--- config.mk ---
export PLATFORM = sky130hd
export DESIGN_NAME = sp_main_top
export DESIGN_NICKNAME = d
export VERILOG_FILES = /design/src/rtl/sp_main_pkg.sv /design/src/rtl/sp_main_top.sv /design/src/rtl/bf_pad_join.sv /design/src/rtl/bf_stave_sum.sv /design/src/rtl/bf_addr_cnt.sv /design/src/rtl/bf_ctrl_fsm.sv
export SDC_FILE = /design/constraint.sdc
export NUM_CORES = 1
export LEC_CHECK = 0
export ABC_CLOCK_PERIOD_IN_PS = 5800
export BUFFER_PORTS_ARGS = -buffer_cell sky130_fd_sc_hd__buf_2
export CAP_MARGIN = 25
export CELL_PAD_IN_SITES_DETAIL_PLACEMENT = 1
export CELL_PAD_IN_SITES_GLOBAL_PLACEMENT = 2
export CORE_MARGIN = 2
export CORE_UTILIZATION = 44
export CTS_BUF_LIST = sky130_fd_sc_hd__clkbuf_8
export DETAILED_ROUTE_END_ITERATION = 12
export MAX_ROUTING_LAYER = met4
export PLACE_DENSITY = 0.92
export SLEW_MARGIN = 20
export SYNTH_ARGS = -nofsm -noshare
export SYNTH_HDL_FRONTEND = slang
export SYNTH_HIERARCHICAL = 1
export SYNTH_SLANG_ARGS = --single-unit
--- constraint.sdc ---
create_clock -name i_clk156m -period 5.8 [get_ports i_clk156m]
set_clock_uncertainty 0.05 [all_clocks]
set_input_delay 0.87 -clock i_clk156m [delete_from_list [all_inputs] [get_ports i_clk156m]]
set_output_delay 0.87 -clock i_clk156m [all_outputs]
set_load 0.05 [all_outputs]
--- src/rtl/sp_main_pkg.sv ---
// sonar beamforming frame sequencer, shared definitions
// frame geometry counts, counter widths, pad and end code words
// word and frame count types, frame FSM state encoding
package sp_main_pkg;

	// --------------------
	// frame geometry
	localparam int SAMPLE_NUM = 8;                         // samples per calc run
	localparam int STAVE_NUM  = 4;                         // staves summed per sample
	localparam int CALC_NUM   = 2;                         // calc runs per frame
	localparam int PAD_SIZE   = 3;                         // pad words per frame
	localparam int RUN_WORDS  = SAMPLE_NUM * STAVE_NUM;    // input words per run

	// --------------------
	// widths
	localparam int DATA_W   = 32;                          // data word and address
	localparam int FRAME_W  = 4;                           // frame count
	localparam int STAVE_W  = $clog2(STAVE_NUM);           // stave counter
	localparam int SAMPLE_W = $clog2(SAMPLE_NUM);          // sample counter
	localparam int CALC_W   = $clog2(CALC_NUM);            // run counter
	localparam int PAD_W    = $clog2(PAD_SIZE + 1);        // pad counter incl. end code slot

	// --------------------
	// types
	typedef logic [DATA_W-1:0]  word_t;                    // data and addresses
	typedef logic [FRAME_W-1:0] frame_t;                   // frame count

	typedef enum logic [2:0] {
		ST_IDLE,                                           // wait for start pulse
		ST_CALC,                                           // one cycle, kicks a run
		ST_DRAIN,                                          // wait for last beam word of run
		ST_PAD,                                            // padding and end code running
		ST_DONE                                            // one cycle, frame complete
	} bf_state_e;

	// --------------------
	// output stream words
	localparam word_t PAD_WORD     = 32'h0000_0000;        // padding data
	localparam word_t END_CODE     = 32'hFFFF_FFFF;        // end of frame marker
	localparam word_t FRAME_OFFSET = 32'h0000_0100;        // input address step per frame count

endpackage
--- src/rtl/sp_main_top.sv ---
// sonar beamforming frame sequencer top level
// frame FSM, read address counter, stave sum and pad/join stage
`timescale 1ns/1ps

module sp_main_top (
	input  logic                i_clk156m,             // system clock
	input  logic                i_reset,               // sync reset, active high
	input  logic                i_sp_start,            // frame start pulse
	input  sp_main_pkg::frame_t i_frame_time,          // frame count
	output sp_main_pkg::word_t  o_iram_rd_addr,        // input RAM read address
	output logic                o_iram_rd_en,          // input RAM read strobe
	input  sp_main_pkg::word_t  i_iram_rd_data,        // input RAM read data
	input  logic                i_iram_rd_valid,       // input RAM read data valid
	output sp_main_pkg::word_t  o_oram_wr_data,        // output RAM write data
	output logic                o_oram_wr_valid,       // output RAM write strobe
	output logic                o_calc_start,          // run start pulse
	output logic                o_sp_end               // frame completion pulse
);

	import sp_main_pkg::*;

	// --------------------
	// internal nets
	logic  w_calc_start;                               // fsm => addr_cnt, out
	word_t w_base_addr;                                // fsm => addr_cnt
	logic  w_run_last;                                 // addr_cnt => fsm
	logic  w_calc_end;                                 // stave_sum => fsm
	word_t w_bm_data;                                  // stave_sum => pad_join
	logic  w_bm_valid;                                 // stave_sum => pad_join
	logic  w_join_start;                               // fsm => pad_join
	logic  w_join_end;                                 // pad_join => fsm

	assign o_calc_start = w_calc_start;

	// --------------------
	// sub modules
	bf_ctrl_fsm u_ctrl_fsm (
		.i_clk156m    ( i_clk156m    ),
		.i_reset      ( i_reset      ),
		.i_sp_start   ( i_sp_start   ),
		.i_frame_time ( i_frame_time ),
		.i_run_last   ( w_run_last   ),
		.i_calc_end   ( w_calc_end   ),
		.i_join_end   ( w_join_end   ),
		.o_calc_start ( w_calc_start ),
		.o_base_addr  ( w_base_addr  ),
		.o_join_start ( w_join_start ),
		.o_sp_end     ( o_sp_end     )
	);

	bf_addr_cnt u_addr_cnt (
		.i_clk156m      ( i_clk156m      ),
		.i_reset        ( i_reset        ),
		.i_calc_start   ( w_calc_start   ),
		.i_base_addr    ( w_base_addr    ),
		.o_iram_rd_addr ( o_iram_rd_addr ),
		.o_iram_rd_en   ( o_iram_rd_en   ),
		.o_run_last     ( w_run_last     )
	);

	bf_stave_sum u_stave_sum (
		.i_clk156m  ( i_clk156m       ),
		.i_reset    ( i_reset         ),
		.i_rd_data  ( i_iram_rd_data  ),
		.i_rd_valid ( i_iram_rd_valid ),
		.o_bm_data  ( w_bm_data       ),
		.o_bm_valid ( w_bm_valid      ),
		.o_calc_end ( w_calc_end      )
	);

	bf_pad_join u_pad_join (
		.i_clk156m       ( i_clk156m       ),
		.i_reset         ( i_reset         ),
		.i_join_start    ( w_join_start    ),
		.i_bm_data       ( w_bm_data       ),
		.i_bm_valid      ( w_bm_valid      ),
		.o_oram_wr_data  ( o_oram_wr_data  ),
		.o_oram_wr_valid ( o_oram_wr_valid ),
		.o_join_end      ( w_join_end      )
	);

endmodule

--- src/rtl/bf_pad_join.sv ---
// output join stage
// registers beam words to the output RAM, then appends
// the pad words and the end code of a frame
`timescale 1ns/1ps

module bf_pad_join (
	input  logic               i_clk156m,              // system clock
	input  logic               i_reset,                // sync reset, active high
	input  logic               i_join_start,           // padding start pulse
	input  sp_main_pkg::word_t i_bm_data,              // beam word
	input  logic               i_bm_valid,             // beam word valid
	output sp_main_pkg::word_t o_oram_wr_data,         // output RAM write data
	output logic               o_oram_wr_valid,        // output RAM write strobe
	output logic               o_join_end              // end code written
);

	import sp_main_pkg::*;

	logic             pad_act;                         // padding in progress
	logic [PAD_W-1:0] pad_cnt;                         // index of next pad slot
	logic             pad_go;                          // a pad slot is emitted now
	logic             pad_end;                         // this slot is the end code

	assign pad_go  = i_join_start || pad_act;
	assign pad_end = (pad_cnt == PAD_W'(PAD_SIZE));

	// --------------------
	// pad sequencing
	always_ff @(posedge i_clk156m) begin
		if (i_reset) begin
			pad_act         <= 1'b0;
			pad_cnt         <= '0;
			o_oram_wr_valid <= 1'b0;
			o_join_end      <= 1'b0;
		end else begin
			o_oram_wr_valid <= i_bm_valid || pad_go;
			o_join_end      <= pad_go && pad_end;       // with the end code write
			if (pad_go) begin
				if (pad_end) begin
					pad_act <= 1'b0;
					pad_cnt <= '0;
				end else begin
					pad_act <= 1'b1;
					pad_cnt <= pad_cnt + 1'b1;
				end
			end
		end
	end

	// write data mux, pads win
	always_ff @(posedge i_clk156m) begin
		if (pad_go) begin
			o_oram_wr_data <= pad_end ? END_CODE : PAD_WORD;
		end else if (i_bm_valid) begin
			o_oram_wr_data <= i_bm_data;
		end
	end

	// --------------------
	// beam words of the last run have all drained before padding starts
	a_no_beam_in_pad: assert property (@(posedge i_clk156m) disable iff (i_reset)
		pad_go |-> !i_bm_valid)
		else $error("beam word arrived during padding");

endmodule

--- src/rtl/bf_stave_sum.sv ---
// stave summation
// accumulates returned read words over the staves of a sample,
// emits one beam word per sample and flags the last one of a run
`timescale 1ns/1ps

module bf_stave_sum (
	input  logic               i_clk156m,              // system clock
	input  logic               i_reset,                // sync reset, active high
	input  sp_main_pkg::word_t i_rd_data,              // RAM read data
	input  logic               i_rd_valid,             // RAM read data valid
	output sp_main_pkg::word_t o_bm_data,              // beam word
	output logic               o_bm_valid,             // beam word valid
	output logic               o_calc_end              // last beam word of run
);

	import sp_main_pkg::*;

	logic [STAVE_W-1:0]  stv_cnt;                      // returned stave index
	logic [SAMPLE_W-1:0] smpl_cnt;                     // returned sample index
	word_t               acc;                          // running stave sum
	word_t               acc_nxt;
	logic                stv_last;
	logic                smpl_last;

	assign stv_last  = (stv_cnt == STAVE_W'(STAVE_NUM - 1));
	assign smpl_last = (smpl_cnt == SAMPLE_W'(SAMPLE_NUM - 1));

	// first stave restarts the sum, 32-bit wrap
	assign acc_nxt = ((stv_cnt == '0) ? '0 : acc) + i_rd_data;

	// --------------------
	// return counters and strobes
	always_ff @(posedge i_clk156m) begin
		if (i_reset) begin
			stv_cnt    <= '0;
			smpl_cnt   <= '0;
			o_bm_valid <= 1'b0;
			o_calc_end <= 1'b0;
		end else begin
			o_bm_valid <= i_rd_valid && stv_last;       // sample complete
			o_calc_end <= i_rd_valid && stv_last && smpl_last;
			if (i_rd_valid) begin
				if (stv_last) begin
					stv_cnt  <= '0;
					smpl_cnt <= smpl_last ? '0 : smpl_cnt + 1'b1;
				end else begin
					stv_cnt <= stv_cnt + 1'b1;
				end
			end
		end
	end

	// --------------------
	// data path
	always_ff @(posedge i_clk156m) begin
		if (i_rd_valid) begin
			acc <= acc_nxt;
			if (stv_last) o_bm_data <= acc_nxt;         // beam word out next cycle
		end
	end

endmodule

--- src/rtl/bf_addr_cnt.sv ---
// input RAM read address generator
// stave, sample and run counters, one read per cycle during a run
`timescale 1ns/1ps

module bf_addr_cnt (
	input  logic               i_clk156m,              // system clock
	input  logic               i_reset,                // sync reset, active high
	input  logic               i_calc_start,           // run start pulse
	input  sp_main_pkg::word_t i_base_addr,            // frame base address
	output sp_main_pkg::word_t o_iram_rd_addr,         // read address
	output logic               o_iram_rd_en,           // read strobe
	output logic               o_run_last              // current run is last of frame
);

	import sp_main_pkg::*;

	logic [STAVE_W-1:0]  stv_cnt;                      // stave within sample
	logic [SAMPLE_W-1:0] smpl_cnt;                     // sample within run
	logic [CALC_W-1:0]   run_cnt;                      // run within frame
	word_t               base_q;                       // latched frame base
	logic                stv_last;
	logic                smpl_last;

	assign stv_last   = (stv_cnt == STAVE_W'(STAVE_NUM - 1));
	assign smpl_last  = (smpl_cnt == SAMPLE_W'(SAMPLE_NUM - 1));
	assign o_run_last = (run_cnt == CALC_W'(CALC_NUM - 1));

	// --------------------
	// read counters
	always_ff @(posedge i_clk156m) begin
		if (i_reset) begin
			o_iram_rd_en <= 1'b0;
			stv_cnt      <= '0;
			smpl_cnt     <= '0;
			run_cnt      <= '0;
		end else if (i_calc_start) begin
			o_iram_rd_en <= 1'b1;                       // reads start next cycle
			stv_cnt      <= '0;
			smpl_cnt     <= '0;
		end else if (o_iram_rd_en) begin
			if (stv_last) begin
				stv_cnt <= '0;
				if (smpl_last) begin
					smpl_cnt     <= '0;
					o_iram_rd_en <= 1'b0;                // run fully issued
					run_cnt      <= o_run_last ? '0 : run_cnt + 1'b1; // wrap per frame
				end else begin
					smpl_cnt <= smpl_cnt + 1'b1;
				end
			end else begin
				stv_cnt <= stv_cnt + 1'b1;
			end
		end
	end

	always_ff @(posedge i_clk156m) begin
		if (i_calc_start) base_q <= i_base_addr;
	end

	// base + run*RUN_WORDS + sample*STAVE_NUM + stave
	assign o_iram_rd_addr = base_q
		+ word_t'(run_cnt) * word_t'(RUN_WORDS)
		+ word_t'(smpl_cnt) * word_t'(STAVE_NUM)
		+ word_t'(stv_cnt);

	// --------------------
	// the FSM may only kick a run once the previous one is issued
	a_no_overlap: assert property (@(posedge i_clk156m) disable iff (i_reset)
		i_calc_start |-> !o_iram_rd_en)
		else $error("calc start while reads still issuing");

endmodule

--- src/rtl/bf_ctrl_fsm.sv ---
// frame control FSM
// accepts the start pulse, kicks each calc run, then padding,
// then raises the frame completion pulse
`timescale 1ns/1ps

module bf_ctrl_fsm (
	input  logic                i_clk156m,             // system clock
	input  logic                i_reset,               // sync reset, active high
	input  logic                i_sp_start,            // frame start pulse
	input  sp_main_pkg::frame_t i_frame_time,          // frame count, taken at start
	input  logic                i_run_last,            // starting run is last of frame
	input  logic                i_calc_end,            // last beam word of run emitted
	input  logic                i_join_end,            // end code written
	output logic                o_calc_start,          // run start pulse
	output sp_main_pkg::word_t  o_base_addr,           // frame base read address
	output logic                o_join_start,          // padding start pulse
	output logic                o_sp_end               // frame completion pulse
);

	import sp_main_pkg::*;

	bf_state_e state;                                  // current frame state
	bf_state_e state_nxt;
	logic      run_last_q;                             // current run closes the frame

	// --------------------
	// next state
	always_comb begin
		state_nxt = state;
		case (state)
			ST_IDLE:  if (i_sp_start) state_nxt = ST_CALC;  // start only taken here
			ST_CALC:  state_nxt = ST_DRAIN;                 // single kick cycle
			ST_DRAIN: begin
				if (i_calc_end) begin
					state_nxt = run_last_q ? ST_PAD : ST_CALC; // next run or padding
				end
			end
			ST_PAD:   if (i_join_end) state_nxt = ST_DONE;
			ST_DONE:  state_nxt = ST_IDLE;
			default:  state_nxt = ST_IDLE;
		endcase
	end

	always_ff @(posedge i_clk156m) begin
		if (i_reset) begin
			state        <= ST_IDLE;
			run_last_q   <= 1'b0;
			o_join_start <= 1'b0;
		end else begin
			state        <= state_nxt;
			if (state == ST_CALC) run_last_q <= i_run_last;   // addr counter still on this run
			o_join_start <= (state == ST_DRAIN) && i_calc_end && run_last_q;
		end
	end

	// base address held for the whole frame
	always_ff @(posedge i_clk156m) begin
		if (state == ST_IDLE && i_sp_start) begin
			o_base_addr <= word_t'(i_frame_time) * FRAME_OFFSET;
		end
	end

	assign o_calc_start = (state == ST_CALC);          // one cycle after start or calc end
	assign o_sp_end     = (state == ST_DONE);          // one cycle after join end

	// --------------------
	// every run end kicks exactly one of the next run and the padding
	a_run_kick: assert property (@(posedge i_clk156m) disable iff (i_reset)
		i_calc_end |=> (o_calc_start != o_join_start))
		else $error("run end not followed by exactly one kick");

endmodule

==> impl_metrics.toml <==
[sta]
slew_headroom_pct = 36.0
max_freq_mhz = 254
slew_violations = 0
setup_viol = 0
fin_crit_sh_pct = 67.9
final.setup.tns_ns = 0
timing.hold.ws_ns = 0.383
worst_slack_ns = 1.86
rsz0062_at_grt = "false"
fin_crit_ns = 3.94
tightestPinTransition_ns = 0.954
hold_viol = 0

[detailed_routing]
routedWlPerCell_um = 18.4
drc = 0
drt_iter0_drc = 212
vias_per_cell = 5.36
dr.pass1.iters = 4
vias = 5991
ant_nets = 0
routed_wl_um = 20600

[critical_path]
criticalPathCategory = "reg2out"
cp_slowest_cell = "o21ai_1"
worstPathMaxFanout = 13
setup.worst_path.start_class = "flip-flop"
max_stage_delay_ns = 0.76
worstPathArrival_ns = 3.02
cp_data_required_time_ns = 4.88
worst_setup_path_end_kind = "primary output"
worstPathCellList = "ha_1 > o211ai_1 > o21ai_1 > nor4b_2 > xor2_1 > buf_2"

[hold_path]
hold_path_class = "reg2reg"

[global_routing]
grt_pass1_vias = 6457
track_usage_pct = 21.6
gr-usage-met1_pct = 26.5
antenna_found_initial = 0
met3_usage_pct = 3.17
overflow = 0
grt_pass1_wl_um = 33400
grt_use_met2_pct = 36.8
grt_max_degree = 42
busiest_layer = "met2"

[yosys]
synth.area.top_cells = "edfxtp_1, ha_1, dfxtp_1"
ys_types = 77
ys.flop_type = "edfxtp_1"
syn_inst = 734
synth_common_cells = "edfxtp_1, a21oi_1, ha_1, nand2_1"
synthesis.area_mm2 = 0.00859
synth_top_cell_area_share_pct = 46.2
synth-seq-area-share_pct = 51.7
ys_seq_elements = 156
ys_warn_count = 6
async_flop_share_pct = 0
yosysTopAreaCell = "edfxtp_1"
synth_most_common_cell = "edfxtp_1"
synth_edf_count = 132
syn_area_per_cell_um2 = 11.7

[power_and_ir_drop]
peakVddDrop_mv = 0.154
p_leak_uw = 0.00384
powerDensity_mw_per_mm2 = 297

[clock_network]
cts_sinks = 156
numCtsBuffers = 17
htreeDepth = 4
cts_setup_buffers = 0
cts_buffer_depth = 2
cts_root_buffer = "clkbuf_8"
path_clk_slew_ns = 0.09
cts_resized = 0
clk_latency_ns = 0.48
cts_hold_buffers = 0
cts_tree = "done"

[floorplan]
dieArea_mm2 = 0.0207
start_util_pct = 44.4
core-area_mm2 = 0.0193
fp.dieH_um = 144
die_w_um = 144
ios = 108
num_rows = 51

[placement]
portBuffers = 107
place.gp.congestion = 0.912
post_dp_cell_area_mm2 = 0.00925
pre_cts_ws_ns = 2.29
dpl.hpwl_um = 15000

[layout]
areaGrowthSynthToFinish_pct = 12.6
antenna_cells = 0
post-route-util_pct = 50.0
drive_gt1_share_pct = 21.5
nets = 928
final_cell_area_mm2 = 0.00967

[run]
maxCapViolations = 0

[status]
status = "finished clean"
==> worst max-delay path, delay by kind of cell, from the launching register on <==
kind,cells,cell delay [ns]
simple gates,1,0.38
compound gates,2,0.91
fa+ha+maj,1,0.38
buf+inv,1,0.29
flops,1,0.38
xor+xnor,1,0.20
==> cells by family after synthesis <==
kind of cell | after synthesis | share of synthesized area (%)
AND/OR/NAND/NOR | 224 | 15.2
AO/OA/AOI/OAI | 173 | 14.5
other | 1 | 0.0437
buffers and inverters | 70 | 4.90
flip-flops | 156 | 51.7
XOR/XNOR | 53 | 5.40
multiplexers | 9 | 1.06
adder cells (fa/ha/maj) | 48 | 7.17
==> through the flow <==
step / power [uW] / cells
after detailed placement: 2040 / 1086
after global routing: 3020 / 1118
after floorplan: 1880 / 761
after CTS: 2900 / 1118
after global placement: 2010 / 1086
final: 2880 / 1118
==> power breakdown <==
| group | switching [uW] | total, uW | internal (uW) |
|---|---|---|---|
| sequential | 33.3 | 1370 | 1330 |
| combinational | 425 | 656 | 230 |
| clock | 457 | 855 | 398 |
==> path summary, 6_finish.rpt <==
check	startpoint	to	slack [ns]	depth (start not counted)
worst max-delay path	u_addr_cnt/base_q[4]	o_iram_rd_addr[31]	1.86	6
worst min-delay path	u_ctrl_fsm/o_base_addr[8]	u_addr_cnt/base_q[8]	0.38	0
worst max register to register	u_stave_sum/stv_cnt[0]	u_stave_sum/acc[31]	2.14	11
worst min register to register	u_ctrl_fsm/o_base_addr[8]	u_addr_cnt/base_q[8]	0.38	0
==> layer usage <==
metal | part of all wire (%) | routed length, um
met3 | 2.6 | 541
met5 | 0 | 0
met1 | 45 | 9270
met2 | 51 | 10400
met4 | 1.7 | 340
==> sequential cells by signal, indices dropped and copies added (netlist names), 3 cells and up <==
signal                     flops
u_pad_join/o_oram_wr_data     32
u_stave_sum/acc               32
u_stave_sum/smpl_cnt           3
u_ctrl_fsm/state               3
u_stave_sum/o_bm_data         32
u_ctrl_fsm/o_base_addr         4
u_addr_cnt/smpl_cnt            3
u_addr_cnt/base_q             32
==> area by class of cell <==
| class | count | area (um2) |
|---|---|---|
| Clock inverter | 15 | 181 |
| Clock buffer | 17 | 234 |
| Timing Repair Buffer | 113 | 581 |
| Fill cell | 2128 | 9670 |
| Tap cell | 265 | 332 |
| Sequential cell | 156 | 4440 |
| Inverter | 17 | 63.8 |
| Multi-Input combinational cell | 535 | 3830 |
==> layout by cell type, fill, tap and decap left out, types with 16 or more instances in the layout <==
| master | n |
|---|---|
| nand4_1 | 20 |
| clkbuf_8 | 17 |
| a21o_1 | 41 |
| nor2b_1 | 35 |
| xor2_1 | 16 |
| o21ai_0 | 22 |
| a21oi_1 | 52 |
| inv_1 | 16 |
| dfxtp_1 | 24 |
| buf_2 | 107 |
| nand2_1 | 42 |
| conb_1 | 28 |
| ha_1 | 46 |
| nor3_1 | 16 |
| nor2_1 | 41 |
| edfxtp_1 | 132 |
| xnor2_1 | 37 |
Note: power is estimated with default switching activity, not from simulation.
